<file path="config.mk">
export PLATFORM = sky130hd
export DESIGN_NAME = issue_dispatch
export DESIGN_NICKNAME = d
export VERILOG_FILES = /design/src/rtl/exu_pkg.sv /design/src/rtl/issue_dispatch.sv
export SDC_FILE = /design/constraint.sdc
export NUM_CORES = 1
export LEC_CHECK = 0
export ABC_AREA = 1
export BUFFER_PORTS_ARGS = -buffer_cell sky130_fd_sc_hd__buf_2
export CAP_MARGIN = 10
export CORE_AREA = 4 4 126 128
export CTS_BUF_LIST = sky130_fd_sc_hd__clkbuf_8
export CTS_CLUSTER_SIZE = 30
export DETAILED_ROUTE_END_ITERATION = 8
export DIE_AREA = 0 0 130 132
export PLACE_DENSITY = 0.44
export SLEW_MARGIN = 10
export SYNTH_ARGS = -nofsm -noshare
export SYNTH_HDL_FRONTEND = slang
export SYNTH_SLANG_ARGS = --single-unit
</file>
<file path="constraint.sdc">
create_clock -name clock -period 1.2 [get_ports clock]
set_input_delay 0.06 -clock clock [delete_from_list [all_inputs] [get_ports clock]]
set_output_delay 0.06 -clock clock [all_outputs]
set_load 0.05 [all_outputs]
</file>
<file path="src/rtl/exu_pkg.sv">
`default_nettype none

package exu_pkg;

    // Major opcodes handled by a lane
    localparam logic [6:0] OPC_OP     = 7'b0110011;
    localparam logic [6:0] OPC_OP_IMM = 7'b0010011;
    localparam logic [6:0] OPC_LUI    = 7'b0110111;
    localparam logic [6:0] OPC_AUIPC  = 7'b0010111;
    localparam logic [6:0] OPC_JAL    = 7'b1101111;
    localparam logic [6:0] OPC_JALR   = 7'b1100111;
    localparam logic [6:0] OPC_BRANCH = 7'b1100011;
    localparam logic [6:0] OPC_LOAD   = 7'b0000011;
    localparam logic [6:0] OPC_STORE  = 7'b0100011;

    localparam logic [6:0] F7_BASE    = 7'h00;  // Plain op
    localparam logic [6:0] F7_ALT     = 7'h20;  // SUB, SRA, SRAI
    localparam logic [6:0] F7_MULDIV  = 7'h01;  // M extension

    typedef struct packed {
        logic [6:0] funct7;
        logic [4:0] rs2;
        logic [4:0] rs1;
        logic [2:0] funct3;
        logic [4:0] rd;
        logic [6:0] opcode;
    } exu_inst_r_t;

    typedef struct packed {
        logic [11:0] imm12;  // Upper 7 bits act as funct7 for shifts
        logic [4:0]  rs1;
        logic [2:0]  funct3;
        logic [4:0]  rd;
        logic [6:0]  opcode;
    } exu_inst_i_t;

    typedef union packed {
        exu_inst_r_t r;
        exu_inst_i_t i;
    } exu_inst_u;

    typedef struct packed {
        exu_inst_u   inst;
        logic [31:0] pc;
        logic [31:0] rs1_data;
        logic [31:0] rs2_data;
        logic [31:0] imm;       // Already sign extended
    } exu_op_t;

    typedef struct packed {
        logic [4:0]  rd;
        logic        reg_we;
        logic        inst_invalid;
        logic [31:0] result;
        logic [31:0] next_pc;
    } exu_res_t;

endpackage

`default_nettype wire

</file>
<file path="src/rtl/issue_dispatch.sv">
`timescale 1ns/10ps
`default_nettype none

module issue_dispatch #(
    parameter int LANES = 4
) (
    input  wire logic             clock,
    input  wire logic             rst,

    input  wire logic             in_valid,
    output logic                  in_ready,
    input  wire exu_pkg::exu_op_t in_op,

    output logic [LANES-1:0]      lane_valid,
    input  wire logic [LANES-1:0] lane_ready,
    output exu_pkg::exu_op_t      lane_op
);

    localparam int PW = $clog2(LANES);

    logic [PW-1:0] ptr;
    logic          xfer;

    // Only the lane under the pointer sees valid
    always_comb begin
        lane_valid      = '0;
        lane_valid[ptr] = in_valid;
    end

    assign in_ready = lane_ready[ptr];
    assign lane_op  = in_op;  // Shared bus, valid picks the lane
    assign xfer     = in_valid && in_ready;

    always_ff @(posedge clock) begin
        if (rst) begin
            ptr <= '0;
        end else if (xfer) begin
            if (ptr == PW'(LANES - 1)) begin
                ptr <= '0;  // Wrap
            end else begin
                ptr <= ptr + 1'b1;
            end
        end
    end

endmodule

`default_nettype wire

</file>
# --- Yosys cells after proc, flatten, opt, wreduce, memory -nomap -nowiden ---
# Cells that the tools add are included.
classes:
  n_addsub: 1
  n_lt_le_gt_ge: 2
  n_eq_ne: 1
  muxes: 5
  bitwise_logic: 1
  n_reduce_logical: 2
ops:
  columns: ["cell", "n"]
  rows:
  - ["$and 4x4->4", 1]
  - ["$lt 2x3->1 const B", 1]
  - ["$add 2x1->2 const B", 1]
  - ["$bmux 1 s2", 1]
  - ["$demux 1 s2", 1]
  - ["$eq 2x2->1 const B", 1]
  - ["$ge 2x1->1 const B", 1]
  - ["$logic_and 1x1->1", 2]
  - ["$mux 1", 2]
  - ["$mux 2", 1]
word_totals:
  ff_bits: 2
  in_bits: 167
  out_inout_bits: 165
  word_cells: 13

# --- Longest topological paths before layout ---
# Gate-level depths: netlist of the first run.
logic_depth:
  depth_word: 5
  ltp_mapped: 7
  mapped_depth_nobuf: 7

# --- Least setup slack after synthesis of the first run ---
# OpenSTA, ideal clock, no wires.
synth_path:
  path_kind: "reg-to-reg"
  start: "reg ptr[0]"
  end: "reg ptr[1]"
  setup_time_ns: 0.109
  t_arrival_ns: 0.970
  t_required_ns: 1.091
  setup_slack_ns: 0.121
  path_stages_with_launch: 7
  path_buffers: 0
  synth_period_minus_slack_ns: 1.079
  cell_sequence: "dfxtp_1 -> inv_2 -> ha_1 -> inv_1 -> nand4_1 -> nand2_1 -> inv_1"
synth_via:
  elab_chain_cells: 3
  word_cells_on_any_way: 6
  classes_between: "add/sub: 1; eq/ne: 1; mux: 3; reduce/logical: 1"
synth_rtl:
  columns: ["item", "line", "rtl"]
  rows:
  - ["start: declaration", "issue_dispatch.sv:21", "logic [PW-1:0] ptr;"]
  - ["start signal: assignment", "issue_dispatch.sv:41", "ptr <= ptr + 1'b1;"]
  - ["$bmux 1 s2", "issue_dispatch.sv:30", "assign in_ready = lane_ready[ptr];"]
  - ["$mux 1 (not written as such)", "issue_dispatch.sv:30", null]
  - ["$logic_and 1x1->1", "issue_dispatch.sv:32", "assign xfer = in_valid && in_ready;"]
# Parallel ways exist; a longest one is shown, timed or not. The select of a mux whose other input is x is not followed.
# A chain may end at the register's enable or synchronous reset.

# --- Worst setup path after layout of the first run ---
layout_path:
  start: "reg ptr[0]"
  end: "out in_ready"
layout_via:
  elab_chain_cells: 2
layout_rtl:
  columns: ["item", "line", "rtl"]
  rows:
  - ["$bmux 1 s2", "issue_dispatch.sv:30", null]
  - ["$mux 1 (not written as such)", "issue_dispatch.sv:30", null]
  - ["end: declaration", "issue_dispatch.sv:11", "output logic in_ready,"]
# No other way between the ends. The select of a mux whose other input is x is not followed.

==> results.toml, run 1 <==
[global_routing]
grt_pass1_wl_um = 3836
grt_max_degree = 8
antenna_found_initial = 0
grt.total_usage_pct = 3.147
grt_overflow = 0
grt_pass1_vias = 582

[clocking]
cts_tree = "yes"
path_clk_slew_ns = 0.03
clock_tree.root_cell = "clkbuf_8"
h-tree-depth = 1
clk-insertion-delay-late_ns = 0.21
cts_buffers = 3
clk_path_buf_depth = 2
clock-sinks = 2
cts_hold_buf = 0

[synth]
synthArstFlopShare_pct = 0
yosysUniqueCellTypes = 13
synth_ff_type = "dfxtp_1"
syn_area_per_cell_um2 = 7.298
synth_edf_count = 0
ys_ff_latch = 2
synth_top_area_cell = "buf_4"
syn_area_um2 = 1438
yosysSeqAreaShare_pct = 2.785
synth_cells = 197
yosys_warnings = 0
ys_top_cells_by_area = "buf_4 84%, ha_1 3.5%, nand2_1 2.9%, dfxtp_1 2.8%, nand3_2 2.1%"
synth_top_area_share_pct = 83.55
synth_common_cells = "160 x buf_4, 11 x nand2_1, 8 x inv_1"
syn-num-nets = 368
synth.most_common_cell = "buf_4"

[final_layout]
fin_nets = 224
fin_util_pct = 4.200
areaGrowthSynthToFinish_pct = -56.57
top_register = "ptr"
drive_above_1_share_pct = 50.98
diodes = 0
largest_reg_flops = 2
stdcell_count = 239
reg_top3 = "ptr (2)"

[floorplan]
die-width_um = 130
chipHeight_um = 132
num_rows = 45
start_util_pct = 9.672
floorplan.core_area_um2 = 14860
ioPinCount = 332
dieArea_um2 = 17160

[setup_path]
ff2ff_setup_slack_ns = 0.13
end_kind = "primary output"
path_max_fanout = 6
r2r_start = "ptr[0]"
cp.required_ns = 1.14
path_cells = "inv_4 -> nand2_2 -> nand3_4 -> and2_4 -> buf_6"
slowest_delay_ns = 0.37
r2r_cells = 6
reg2reg_to = "ptr[1]"
critical-path-top-delay-family = "flip-flops"
slowest_stage = "dfxtp_4"
worstPathArrival_ns = 1.10
worst-setup-path-type = "flip-flop to primary output"
cp.buffers_inverters = 2
start_kind = "flip-flop"

[place]
hpwl_um = 2689
port_buffers = 11
placed_cells = 236
place.gp.congestion = 0.7883

[sta]
finalCriticalPeriod_ns = 1.159
period_share_pct = 96.61
worst_clock_skew_ns = 0.0005008
hold_viol = 0
tns_ns = 0
final-setup-viol-count = 0
slew_headroom_pct = 90.53
worstMarginPinSlew_ns = 0.1421
rsz0062_at_grt = "yes"
drv_slew = 0
fmax_ghz = 0.8626
hold_ws_ns = 0.1048

[route]
routed_wl_um = 3108
drt_iter0_drc = 10
dr_total_vias = 501
viasPerCell = 2.096
drt_pass1_iterations = 3
wire_per_inst_um = 13.00
post-route-drc-count = 0
drtAntennaViolNets = 0

[hold_path]
min_delay_path_depth = 4
hp-start = "rst"
hold_class = "input port to flip-flop"
min_to = "ptr[1]"

[power]
p_leak_nw = 0.2359
powerDensity_nw_per_um2 = 922.5
power.share.clock_pct = 45.9
swShare_pct = 35.29
comb_power_share_pct = 37.8
ir_drop_mv = 0.4998
total_power_uw = 576.0
switchingPower_uw = 203.2
seq_power_share_pct = 16.2
internal_power_uw = 372.7

[job]
drv_cap = 0

[status]
status = "complete, no violations"
-- cell type report --
cell class | instances | area, µm²
fillers | 1807 | 14240
clock buffers | 3 | 41.29
flip-flops and latches | 2 | 47.55
inverters | 9 | 38.79
well taps | 188 | 235.2
repair buffers | 11 | 86.33
multi-input cells | 26 | 175.2
-- power by group through the flow --
stage / combinational [mW] / clock [mW] / sequential, mW
after detailed placement: 0.180 / 0 / 0.0891
after CTS: 0.209 / 0.270 / 0.0909
final: 0.218 / 0.264 / 0.0936
after global placement: 0.182 / 0 / 0.0876
after floorplan: 1.57 / 0 / 0.0858
after global routing: 0.237 / 0.275 / 0.0958
-- routing by layer --
layer,global-route usage (%),wire (µm)
met3,3.890,1001
met2,3.410,1084
met1,0.8759,375
met5,2.059,0
met4,7.159,647
-- metrics by stage --
stage | setup WS, ns | instance area, µm²
global placement | 0.06514 | 526.8
CTS | 0.004958 | 601.8
global route | -0.01614 | 624.3
floorplan | 0.1213 | 1438
detailed placement | 0.02668 | 526.8
finish | 0.04073 | 624.3
-- cells in the final DEF (no fill, tap or decap) --
master | Yosys | routed
a21oi_1 | 1 | 1
and2_4 | 0 | 1
buf_2 | 0 | 6
buf_6 | 0 | 5
clkbuf_8 | 0 | 3
dfxtp_4 | 0 | 2
ha_1 | 4 | 4
inv_1 | 8 | 6
inv_2 | 1 | 1
inv_4 | 0 | 2
nand2_1 | 11 | 10
nand2_2 | 1 | 2
nand3_2 | 3 | 2
nand3_4 | 0 | 1
nand4_1 | 1 | 1
nor2_1 | 3 | 3
nor2_2 | 1 | 1
-- worst max path at each step --
stage | slack [ns] | cells past startpoint | start | endpoint
after global placement | 0.07 | 6 | ptr[0] | ptr[1]
after floorplan | 0.12 | 6 | ptr[0] | ptr[1]
after global routing | -0.02 | 5 | ptr[0] | in_ready
after CTS | 0.005 | 5 | ptr[0] | lane_valid[0]
after detailed placement | 0.03 | 6 | ptr[1] | ptr[1]
final | 0.04 | 5 | ptr[0] | in_ready
-- cell families after synthesis --
logic type	count (synthesis)	synth area share, %
AOI/OAI and AO/OA	1	0.3478
DFF	2	2.785
adders and majority gates	4	3.481
buffers and inverters	169	85.90
and+or+nand+nor	21	7.486
-- worst min-delay path: stages --
cell and delay, ns:
buf_2 0.09, nor2_1 0.04, nand2_1 0.05, inv_1 0.03
-- repair_timing --
item / CTS / global route
resized for setup: 14 / 7
hold endpoints to repair: 0 / 0
buffers inserted: 0 / 0
endpoints found under the setup margin: 5 / 3
Note: power is estimated with default switching activity, not from simulation.
==> inputs of run 2 (changes only) <==
Settings changed: PLACE_DENSITY 0.44 to unset, SETUP_SLACK_MARGIN set to 0.02.
==> results.toml, run 2 (synthesis gave the netlist of run 1 again) <==
[floorplan]
floorplan.core_area_um2 = 14860
die-width_um = 130
chipHeight_um = 132
num_rows = 45
start_util_pct = 9.672
ioPinCount = 332
dieArea_um2 = 17160

[final_layout]
fill_cells = 1777
stdcell_count = 241
ff_latch_area_um2 = 47.55
most-common-layout-cells = "7 x nand2_1, 6 x buf_2, 5 x inv_1"
fin_util_pct = 4.714
multi_input_area_um2 = 210.2
areaGrowthSynthToFinish_pct = -51.26
top_register = "ptr"
largest_reg_flops = 2
diodes = 0
drive_above_1_share_pct = 66.04
fin_nets = 226
reg_top3 = "ptr (2)"
layout_commonest_cell = "nand2_1"

[setup_path]
end_kind = "primary output"
slowest_stage = "dfxtp_4"
cp.buffers_inverters = 2
path_cells = "inv_6 -> nand2_4 -> nand3_4 -> and2_4 -> buf_8"
worstPathArrival_ns = 1.10
worst-setup-path-type = "flip-flop to primary output"
critical-path-top-delay-family = "flip-flops"
cp.required_ns = 1.14
slowest_delay_ns = 0.38
critPathLaunch = "ptr[0]"
reg2reg_to = "ptr[1]"
path_max_fanout = 5
start_kind = "flip-flop"
r2r_start = "ptr[1]"
r2r_cells = 6
ff2ff_setup_slack_ns = 0.14

[clocking]
clock-sinks = 2
clk_path_buf_depth = 2
path_clk_slew_ns = 0.03
cts_tree = "yes"
cts_buffers = 3
clock_tree.root_cell = "clkbuf_8"
clk-insertion-delay-late_ns = 0.21
h-tree-depth = 1

[power]
power.share.clock_pct = 42.5
total_power_uw = 629.7
comb_power_share_pct = 42.7
powerDensity_nw_per_um2 = 898.7
swShare_pct = 36.07
seq_power_share_pct = 14.8
switchingPower_uw = 227.1
ir_drop_mv = 0.2182
p_leak_nw = 0.2590
internal_power_uw = 402.5

[global_routing]
antenna_found_initial = 1
grt_max_degree = 8
grt_pass1_vias = 637
grt.total_usage_pct = 4.209
grt_overflow = 0
grt_pass1_wl_um = 4616

[place]
port_buffers = 11
place.gp.congestion = 0.6363
placed_cells = 237
hpwl_um = 3073
dp_slack_ns = 0.07143

[sta]
finalCriticalPeriod_ns = 1.161
final-setup-viol-count = 0
worst_clock_skew_ns = 0.0007666
slew_headroom_pct = 88.80
hold_ws_ns = 0.09603
fmax_ghz = 0.8614
rsz0062_at_grt = "yes"
drv_slew = 0
fin_ws_ns = 0.03904
hold_viol = 0
period_share_pct = 96.75
worstMarginPinSlew_ns = 0.1680

[status]
status = "complete, no violations"

[route]
drtAntennaViolNets = 0
drt_iter0_drc = 10
viasPerCell = 2.286
dr_total_vias = 551
routed_wl_um = 3816
post-route-drc-count = 0
wire_per_inst_um = 15.83
drt_pass1_iterations = 4

[hold_path]
hold_class = "input port to flip-flop"
hp-start = "rst"
min_delay_path_depth = 4
min_to = "ptr[1]"

[job]
drv_cap = 0
==> run 2: cell types whose count changed in the layout (fill, tap and decap cells not counted), sizes merged <==
cell,delta
buf,+2
==> run 2: final cells by class <==
type | instances | area share (%)
Inverter | 9 | 5.893
Multi-Input combinational cell | 26 | 30.00
Clock buffer | 3 | 5.893
Sequential cell | 2 | 6.786
Timing Repair Buffer | 13 | 17.86
Tap cell | 188 | 33.57
==> run 2: repair_timing <==
action,CTS,global route
endpoints found under the setup margin,5,6
hold buffers,0,0
setup buffers,1,0
resized for setup,12,22
pin swaps,1,1
==> run 2: how the worst max path moves through the flow <==
stage / to / cells after the start
3_3_place_gp: ptr[1] / 6
5_1_grt: lane_valid[0] / 5
4_1_cts: in_ready / 5
3_5_place_dp: ptr[1] / 6
2_1_floorplan: ptr[1] / 6
6_report: in_ready / 5
==> run 2: layer usage <==
layer / global-route usage, % / vias to the layer above / share of wire (%)
li1: - / 143 / -
met1: 1.265 / 162 / 12
met2: 3.209 / 134 / 28
met3: 6.361 / 110 / 33
met4: 10.62 / 2 / 26
met5: 1.765 / - / 0.34
==> run 2: tightest hold or removal path, delay by kind of cell <==
family,cells,cell delay (ns)
buffers and inverters,2,0.12
AND/OR/NAND/NOR,2,0.08
==> run 2: power groups by stage <==
stage	logic, mW	clock network (mW)	registers, mW
5_1_grt	0.290	0.284	0.0962
3_3_place_gp	0.188	0	0.0862
4_1_cts	0.220	0.274	0.0871
2_1_floorplan	1.57	0	0.0858
3_5_place_dp	0.188	0	0.0864
6_report	0.269	0.267	0.0934
==> run 2: metrics by stage <==
stage	instance area [µm²]	TNS, ns
floorplan	1438	0
global placement	549.3	0
detailed placement	549.3	0
CTS	630.6	0
global route	700.7	-0.02648
finish	700.7	0
