`config.mk`:
```
export PLATFORM = sky130hd
export DESIGN_NAME = retire_collect
export DESIGN_NICKNAME = d
export VERILOG_FILES = /design/src/rtl/exu_pkg.sv /design/src/rtl/retire_collect.sv
export SDC_FILE = /design/constraint.sdc
export NUM_CORES = 1
export LEC_CHECK = 0
export BUFFER_PORTS_ARGS = -buffer_cell sky130_fd_sc_hd__buf_2
export CAP_MARGIN = 15
export CORE_AREA = 2 2 142 144
export CTS_BUF_LIST = sky130_fd_sc_hd__clkbuf_4 sky130_fd_sc_hd__clkbuf_8
export DETAILED_ROUTE_END_ITERATION = 10
export DIE_AREA = 0 0 144 146
export PLACE_DENSITY = 0.45
export REMOVE_ABC_BUFFERS = 1
export SKIP_CTS_REPAIR_TIMING = 1
export SLEW_MARGIN = 30
export SYNTH_ARGS = -nofsm -noshare
export SYNTH_HDL_FRONTEND = slang
export SYNTH_SLANG_ARGS = --single-unit
```
`constraint.sdc`:
```
create_clock -name clock -period 1.8 [get_ports clock]
set_input_delay 0.18 -clock clock [delete_from_list [all_inputs] [get_ports clock]]
set_output_delay 0.18 -clock clock [all_outputs]
set_load 0.01 [all_outputs]
```
`src/rtl/exu_pkg.sv`:
```
`default_nettype none

package exu_pkg;

    // Major opcodes handled by a lane
    localparam logic [6:0] OPC_OP     = 7'b0110011;
    localparam logic [6:0] OPC_OP_IMM = 7'b0010011;
    localparam logic [6:0] OPC_LUI    = 7'b0110111;
    localparam logic [6:0] OPC_AUIPC  = 7'b0010111;
    localparam logic [6:0] OPC_JAL    = 7'b1101111;
    localparam logic [6:0] OPC_JALR   = 7'b1100111;
    localparam logic [6:0] OPC_BRANCH = 7'b1100011;
    localparam logic [6:0] OPC_LOAD   = 7'b0000011;
    localparam logic [6:0] OPC_STORE  = 7'b0100011;

    localparam logic [6:0] F7_BASE    = 7'h00;  // Plain op
    localparam logic [6:0] F7_ALT     = 7'h20;  // SUB, SRA, SRAI
    localparam logic [6:0] F7_MULDIV  = 7'h01;  // M extension

    typedef struct packed {
        logic [6:0] funct7;
        logic [4:0] rs2;
        logic [4:0] rs1;
        logic [2:0] funct3;
        logic [4:0] rd;
        logic [6:0] opcode;
    } exu_inst_r_t;

    typedef struct packed {
        logic [11:0] imm12;  // Upper 7 bits act as funct7 for shifts
        logic [4:0]  rs1;
        logic [2:0]  funct3;
        logic [4:0]  rd;
        logic [6:0]  opcode;
    } exu_inst_i_t;

    typedef union packed {
        exu_inst_r_t r;
        exu_inst_i_t i;
    } exu_inst_u;

    typedef struct packed {
        exu_inst_u   inst;
        logic [31:0] pc;
        logic [31:0] rs1_data;
        logic [31:0] rs2_data;
        logic [31:0] imm;       // Already sign extended
    } exu_op_t;

    typedef struct packed {
        logic [4:0]  rd;
        logic        reg_we;
        logic        inst_invalid;
        logic [31:0] result;
        logic [31:0] next_pc;
    } exu_res_t;

endpackage

`default_nettype wire

```
`src/rtl/retire_collect.sv`:
```
`timescale 1ns/10ps
`default_nettype none

module retire_collect #(
    parameter int LANES = 4
) (
    input  wire logic                          clock,
    input  wire logic                          rst,

    input  wire logic [LANES-1:0]              res_valid,
    input  wire exu_pkg::exu_res_t [LANES-1:0] res,
    output logic [LANES-1:0]                   res_take,

    output logic                               out_valid,
    input  wire logic                          out_ready,
    output exu_pkg::exu_res_t                  out_res
);

    localparam int PW = $clog2(LANES);

    logic [PW-1:0] ptr;
    logic          xfer;

    assign out_valid = res_valid[ptr];
    assign out_res   = res[ptr];
    assign xfer      = out_valid && out_ready;

    // Head lane only, so results leave in issue order
    always_comb begin
        res_take      = '0;
        res_take[ptr] = out_ready;
    end

    always_ff @(posedge clock) begin
        if (rst) begin
            ptr <= '0;
        end else if (xfer) begin
            if (ptr == PW'(LANES - 1)) begin
                ptr <= '0;
            end else begin
                ptr <= ptr + 1'b1;
            end
        end
    end

endmodule

`default_nettype wire

```
## After elaboration in Yosys (flattened, before gate mapping)

Cells that the tools add are included.

| word-level totals | value |
|---|---|
| memories | 0 |
| ROM bits | 0 |
| bits in registers | 2 |
| RAM bits | 0 |
| bits in latches | 0 |
| output and inout bits | 76 |

| cells by class | value |
|---|---|
| mux-type cells | 7 |
| equal/unequal tests | 1 |
| bitwise operators | 1 |
| reduce and logical (&&, ||, !) cells | 2 |
| $mul | 0 |
| div/mod/pow operators | 0 |
| order comparisons | 2 |
| shift operators | 0 |
| add/sub/neg operators | 1 |

Operators by type and width:

| operator | number |
|---|---|
| 71-bit binary-select mux with 2-bit select | 1 |
| 71-bit two-way mux | 1 |
| 4-bit AND | 1 |
| 2-bit by 3-bit < comparator with 1-bit output, second input constant | 1 |
| 2-bit by 1-bit adder with 2-bit output, second input constant | 1 |
| 1-bit binary-select mux with 2-bit select | 1 |
| 1-bit demux with 2-bit select | 1 |
| 2-bit == test, second input constant | 1 |
| 2-bit by 1-bit greater-or-equal comparator with 1-bit output, second input constant | 1 |
| 1-bit logical AND | 2 |
| 1-bit two-way mux | 2 |
| 2-bit two-way mux | 1 |

## Depth between registers and ports, before layout

Gate-level depths: netlist of the first run.

| depth | value |
|---|---|
| depth after elaboration | 5 |
| gate-level depth with buffers | 7 |
| mapped depth without buffers | 5 |

## Worst setup path after synthesis of the first run

OpenSTA, ideal clock, no wires.

| timing | value |
|---|---|
| kind | register to register |
| start | register ptr[1] |
| end | register ptr[1] |
| data required time | 1.678 ns |
| arrival | 1.467 ns |
| path buffers | 2 |
| clock period less this slack | 1.588 ns |
| library setup time | 0.122 ns |
| path slack | 0.212 ns |
| cell stages (with the launch flop) | 8 |
| cell sequence | dfxtp_1 > buf_2 > buf_2 > inv_1 > ha_1 > nand2b_1 > o21ai_0 > a21oi_1 |

| on the way | value |
|---|---|
| word-level cells in the longest chain between the ends | 3 |
| elaborated cells on any way between the ends | 6 |
| classes of those cells | 1 x add/sub; 1 x eq/ne; 3 x mux; 1 x reduce/logical |

RTL lines:

| element | RTL line | text |
|---|---|---|
| start: declaration | retire_collect.sv:21 | `logic [PW-1:0] ptr;` |
| start signal: assignment | retire_collect.sv:41 | `ptr <= ptr + 1'b1;` |
| 1-bit binary-select mux with 2-bit select | retire_collect.sv:24 | `assign out_valid = res_valid[ptr];` |
| 1-bit two-way mux (implied by the code) | retire_collect.sv:24 |  |
| 1-bit logical AND | retire_collect.sv:26 | `assign xfer = out_valid && out_ready;` |

Several ways; a longest one is shown, not always the timed one. The select of a mux whose other input is x is not followed.
A chain may end at the register's enable or synchronous reset.

==> results of run 1 <==
cell type report:
| class | instances | area share [%] |
|---|---|---|
| clock buffers | 3 | 0.9529 |
| multi-input cells | 93 | 40.98 |
| inverters | 2 | 0.1733 |
| well taps | 265 | 7.652 |
| diodes | 2 | 0.1155 |
| flip-flops and latches | 2 | 1.097 |
| repair buffers | 381 | 49.03 |
Yosys cell counts:
| cell type | count |
|---|---|
| a21oi_1 | 2 |
| a2bb2oi_1 | 1 |
| and2_1 | 4 |
| buf_12 | 7 |
| buf_2 | 6 |
| buf_6 | 1 |
| clkbuf_1 | 2 |
| dfxtp_1 | 2 |
| ha_1 | 4 |
| inv_1 | 2 |
| mux2_2 | 2 |
| mux2i_1 | 1 |
| mux4_1 | 2 |
| mux4_2 | 69 |
| nand2_1 | 1 |
| nand2b_1 | 1 |
| nand3_1 | 1 |
| nor2_1 | 2 |
| nor2b_1 | 1 |
| nor3_1 | 1 |
| o21ai_0 | 1 |
metal layers:
| layer | routed length, um | part of all wire (%) | global-route usage (%) |
|---|---|---|---|
| met5 | 21 | 0.16 | 0 |
| met4 | 53 | 0.40 | 2.108 |
| met3 | 1301 | 9.8 | 2.270 |
| met2 | 6712 | 51 | 19.76 |
| met1 | 5166 | 39 | 13.89 |
worst register-to-register path, delay by kind of cell, from the launching register on:
kind | cells | cell delay (ns)
AO/OA/AOI/OAI | 1 | 0.23
buffers and inverters | 2 | 0.29
flip-flops | 1 | 0.41
multiplexers | 2 | 0.62
stage by stage:
stage | util, % | cells | area, um2 | total power [W]
after global routing | 22.41 | 748 | 4333 | 0.001852
after global placement | 21.35 | 738 | 4128 | 0.001435
after floorplan | - | 97 | 1819 | 0.0007942
after CTS | 21.56 | 741 | 4169 | 0.001631
after detailed placement | 21.35 | 738 | 4128 | 0.001442
final | 22.41 | 748 | 4333 | 0.001719
where the power goes:
| group | leakage [nW] | internal (W) | switching [W] |
|---|---|---|---|
| Combinational | 2.04 | 0.000894 | 0.000576 |
| Sequential | 0.0178 | 0.0000495 | 0.0000192 |
| Clock | 0.0216 | 0.000142 | 0.0000389 |
cells by family (layout without fill, tap and decap cells):
logic type	after synthesis	after routing	share of synthesized area, %
compound gates	4	4	1.184
mux	74	74	81.62
other cells	0	2	0
fa+ha+maj	4	4	2.492
flops	2	2	1.994
buf+inv	18	386	9.782
simple gates	11	11	2.928
worst min path at each step:
stage | startpoint | endpoint | slack (ns) | cells past startpoint
floorplan | rst | ptr[1] | 0.25 | 1
global placement | rst | ptr[1] | 0.39 | 2
detailed placement | rst | ptr[1] | 0.39 | 2
CTS | rst | ptr[1] | 0.16 | 2
global route | rst | ptr[1] | 0.16 | 2
finish | rst | ptr[1] | 0.16 | 2
==> flow_metrics.env, run 1 <==
export IMPL_regMostFlops="ptr"
export IMPL_worst_slew_pin_slew_ns=0.2175
export IMPL_powerDensity_nw_per_um2=396.8
export IMPL_cts_inserted_buffers=3
export IMPL_top_regs="ptr x2"
export IMPL_layout_drive_gt1_share_pct=95.01
export IMPL_yosysWarnings=0
export IMPL_max_freq_ghz=0.5560
export IMPL_end_kind="output port"
export IMPL_critPathTopFamily="multiplexers"
export IMPL_rr_startpoint="ptr[0]"
export IMPL_finClkSkew_ns=0.002473
export IMPL_clk_pin_slew_ns=0.03
export IMPL_synth_seq_cells=2
export IMPL_cp_max_fo=11
export IMPL_antenna_found_initial=4
export IMPL_max_slew_margin_pct=85.08
export IMPL_maxSlewViolCount=0
export IMPL_syn_inst=113
export IMPL_drv_cap=0
export IMPL_wl_per_cell_um=17.72
export IMPL_clk_latency_ns=0.22
export IMPL_nets=778
export IMPL_setup_viol=0
export IMPL_cts_tree="built"
export IMPL_hpwl_mm=11.57
export IMPL_status="completed"
export IMPL_final_hold_viol_count=0
export IMPL_timing_final_crit_share_pct=99.92
export IMPL_vdd_drop_max_v=0.0001229
export IMPL_clock_sinks=2
export IMPL_final_fill_count=2159
export IMPL_leakage_nw=2.078
export IMPL_grt_pass1_wl_mm=17.84
export IMPL_cp_endpoint="out_res[59]"
export IMPL_io_buffers=366
export IMPL_ant_nets=0
export IMPL_cp_required_ns=1.62
export IMPL_num_io_pins=367
export IMPL_grt_overflow=0
export IMPL_layout_commonest_cell="buf_2"
export IMPL_hp_class="input port to flip-flop"
export IMPL_cts_buffer_depth=2
export IMPL_reg2reg_slack_ns=0.14
export IMPL_drtIter0Drc=89
export IMPL_setup_ws_ns=0.001464
export IMPL_path_buf_inv=3
export IMPL_regArea_um2=47.55
export IMPL_die_w_um=144
export IMPL_path_cells="buf_12, buf_12, mux4_2, buf_6"
export IMPL_netlist_area_um2=2008
export IMPL_hold_slack_ns=0.1620
export IMPL_yosysUniqueCellTypes=21
export IMPL_r2r_cells=5
export IMPL_num_rows=51
export IMPL_vias=2908
export IMPL_gp_congestion=0.8284
export IMPL_final_cell_mix="buf_2, mux4_2, buf_6"
export IMPL_wl_mm=13.25
export IMPL_die_h_um=146
export IMPL_drc=0
export IMPL_cpMostUsedCell="buf_12"
export IMPL_design_die_area_um2=21020
export IMPL_pre_cts_slack_ns=0.2033
export IMPL_largest_reg_flops=2
export IMPL_arrival_ns=1.62
export IMPL_ys_top_cells_by_area="mux4_2, buf_12, mux4_1, ha_1, dfxtp_1"
export IMPL_via_per_inst=3.888
export IMPL_cp_depth=4
export IMPL_htreeDepth=1
export IMPL_multiInputGateArea_um2=1775
export IMPL_crit_start="ptr[0]"
export IMPL_root_buffer="clkbuf_8"
export IMPL_yosysSeqAreaShare_pct=1.994
export IMPL_critPathKind="flip-flop to output port"
export IMPL_start_kind="flip-flop"
export IMPL_period_needed_ns=1.799
export IMPL_rsz0062_at_grt="yes"
export IMPL_syn2layout_area_growth_pct=115.8
export IMPL_grtUsageTotal_pct=11.12
export IMPL_grt_pass1_vias=3046
export IMPL_dr_pass1_iters=4
export IMPL_grt_max_degree=38
export IMPL_critical_path_slowest_cell="mux4_2"
export IMPL_r2r_end="ptr[0]"
export IMPL_core_um2=19330
export IMPL_start_util_pct=10.39
export IMPL_avgSynthCellArea_um2=17.77
export IMPL_cp_slowest_stage_delay_ns=0.51
export IMPL_yosysTopAreaCellShare_pct=77.38
export IMPL_tns_ns=0
export IMPL_synth_largest_area_cell="mux4_2"
No activity file was read; power rests on OpenSTA's default activity.
==> run 2: changes to the inputs <==
Settings changed: CORE_AREA 2 2 142 144 to 2 2 143 145, DIE_AREA 0 0 144 146 to 0 0 145 147, PLACE_DENSITY 0.45 to 0.46.
Clock period 1.8 ns to 1.5 ns, I/O delays scaled along.
==> run 2 against run 1 <==
Effect of this change: the flow now finishes with violations (negative setup slack); via count up 3.7%; sequential cell count did not move; clock power up 14%; largest cell class unchanged; hold slack worse by 0.027 ns; global-route usage shrank 0.46 points; sequential power grew 1%; power grew 28%; clock skew is 0.0015 ns lower; wire length decreased by 5.8%.
==> flow_metrics.env, run 2 (synthesis results as in run 1) <==
export IMPL_cp_slowest_stage_delay_ns=0.52
export IMPL_path_buf_inv=3
export IMPL_tns_ns=-12.29
export IMPL_ant_nets=0
export IMPL_layout_drive_gt1_share_pct=95.62
export IMPL_holdPathStages=2
export IMPL_leakage_nw=2.201
export IMPL_layout_commonest_cell="buf_2"
export IMPL_clk_latency_ns=0.21
export IMPL_status="finished, violations left"
export IMPL_via_per_inst=3.897
export IMPL_finClkSkew_ns=0.0009732
export IMPL_regMostFlops="ptr"
export IMPL_cp_required_ns=1.35
export IMPL_setup_ws_ns=-0.2191
export IMPL_critPathKind="flip-flop to output port"
export IMPL_grt_pass1_vias=3232
export IMPL_cp_depth=4
export IMPL_final_hold_viol_count=0
export IMPL_clock_sinks=2
export IMPL_grt_max_degree=43
export IMPL_maxSlewViolCount=0
export IMPL_grt_overflow=0
export IMPL_cts_buffer_depth=2
export IMPL_path_cells="buf_12, buf_12, mux4_2, buf_2"
export IMPL_start_kind="flip-flop"
export IMPL_drv_cap=0
export IMPL_dr_pass1_iters=4
export IMPL_num_io_pins=367
export IMPL_failed_checks="negative setup slack"
export IMPL_r2r_cells=5
export IMPL_cp_max_fo=19
export IMPL_root_buffer="clkbuf_8"
export IMPL_drtIter0Drc=93
export IMPL_power_total_w=0.002209
export IMPL_clk_pin_slew_ns=0.03
export IMPL_timing_final_crit_share_pct=114.6
export IMPL_arrival_ns=1.57
export IMPL_die_w_um=145
export IMPL_start_util_pct=10.12
export IMPL_max_slew_margin_pct=82.93
export IMPL_top_regs="ptr x2"
export IMPL_cts_inserted_buffers=3
export IMPL_powerDensity_nw_per_um2=484.1
export IMPL_gp_congestion=0.8122
export IMPL_final_cell_mix="buf_2, mux4_2, buf_4"
export IMPL_worst_slew_pin_slew_ns=0.2561
export IMPL_core_um2=19840
export IMPL_nets=799
export IMPL_end_kind="output port"
export IMPL_max_freq_ghz=0.5817
export IMPL_grt_pass1_wl_mm=18.06
export IMPL_io_buffers=366
export IMPL_final_util_pct=23.00
export IMPL_critical_path_slowest_cell="mux4_2"
export IMPL_antenna_found_initial=1
export IMPL_htreeDepth=1
export IMPL_design_die_area_um2=21320
export IMPL_hpwl_mm=11.40
export IMPL_syn2layout_area_growth_pct=127.3
export IMPL_rsz0062_at_grt="yes"
export IMPL_pre_cts_slack_ns=-0.04539
export IMPL_largest_reg_flops=2
export IMPL_setup_viol=74
export IMPL_hp_class="input port to flip-flop"
export IMPL_critPathTopFamily="multiplexers"
export IMPL_vias=3016
export IMPL_cpMostUsedCell="buf_12"
export IMPL_wl_per_cell_um=16.13
export IMPL_wl_mm=12.49
export IMPL_drc=0
export IMPL_grtUsageTotal_pct=10.66
export IMPL_period_needed_ns=1.719
export IMPL_num_rows=52
export IMPL_cts_tree="built"
export IMPL_vdd_drop_max_v=0.0002916
export IMPL_die_h_um=147
run 2: changes by cell type in the layout (fill, tap and decap cells not counted), moves of 2 or more:
cell / delta
buf_12: +2
buf_2: -12
buf_4: +20
buf_6: +14
clkbuf_16: -2
run 2: routing by layer:
layer  vias to the layer above  share of wire, %  track usage [%]  routed length, um
li1                       1328                 -                -                  -
met1                      1481                40            13.12               4985
met2                       199                51            19.33               6375
met3                         8               8.0            2.516               1003
met4                         0              0.99            1.584                123
met5                         -                 0                0                  0
run 2: power by group:
part	total (W)	switching [W]	internal (W)
logic	0.00193	0.000729	0.00120
registers	0.0000694	0.0000102	0.0000592
clock network	0.000207	0.0000381	0.000169
total	0.00221	0.000777	0.00143
run 2: cell type report:
type                    instances  area [um2]
multi-input cells              93        1790
fillers                      2177       15280
flip-flops and latches          2       47.55
diodes                          2       5.005
clock buffers                   3       41.29
repair buffers                402        2335
inverters                       2       7.507
well taps                     270       337.8
run 2: metrics by stage:
| step | area [um2] | hold slack, ns | instances |
|---|---|---|---|
| global route | 4562 | 0.1348 | 773 |
| finish | 4564 | 0.1346 | 774 |
| global placement | 4302 | 0.3470 | 762 |
| floorplan | 1819 | 0.2191 | 97 |
| CTS | 4343 | 0.1282 | 765 |
| detailed placement | 4302 | 0.3449 | 762 |
run 2: final timing paths:
kind / startpoint / end / slack, ns
max reg2reg: ptr[0] / ptr[0] / -0.04
min reg2reg: ptr[1] / ptr[1] / 0.56
min: rst / ptr[1] / 0.13
max: ptr[0] / out_res[56] / -0.22
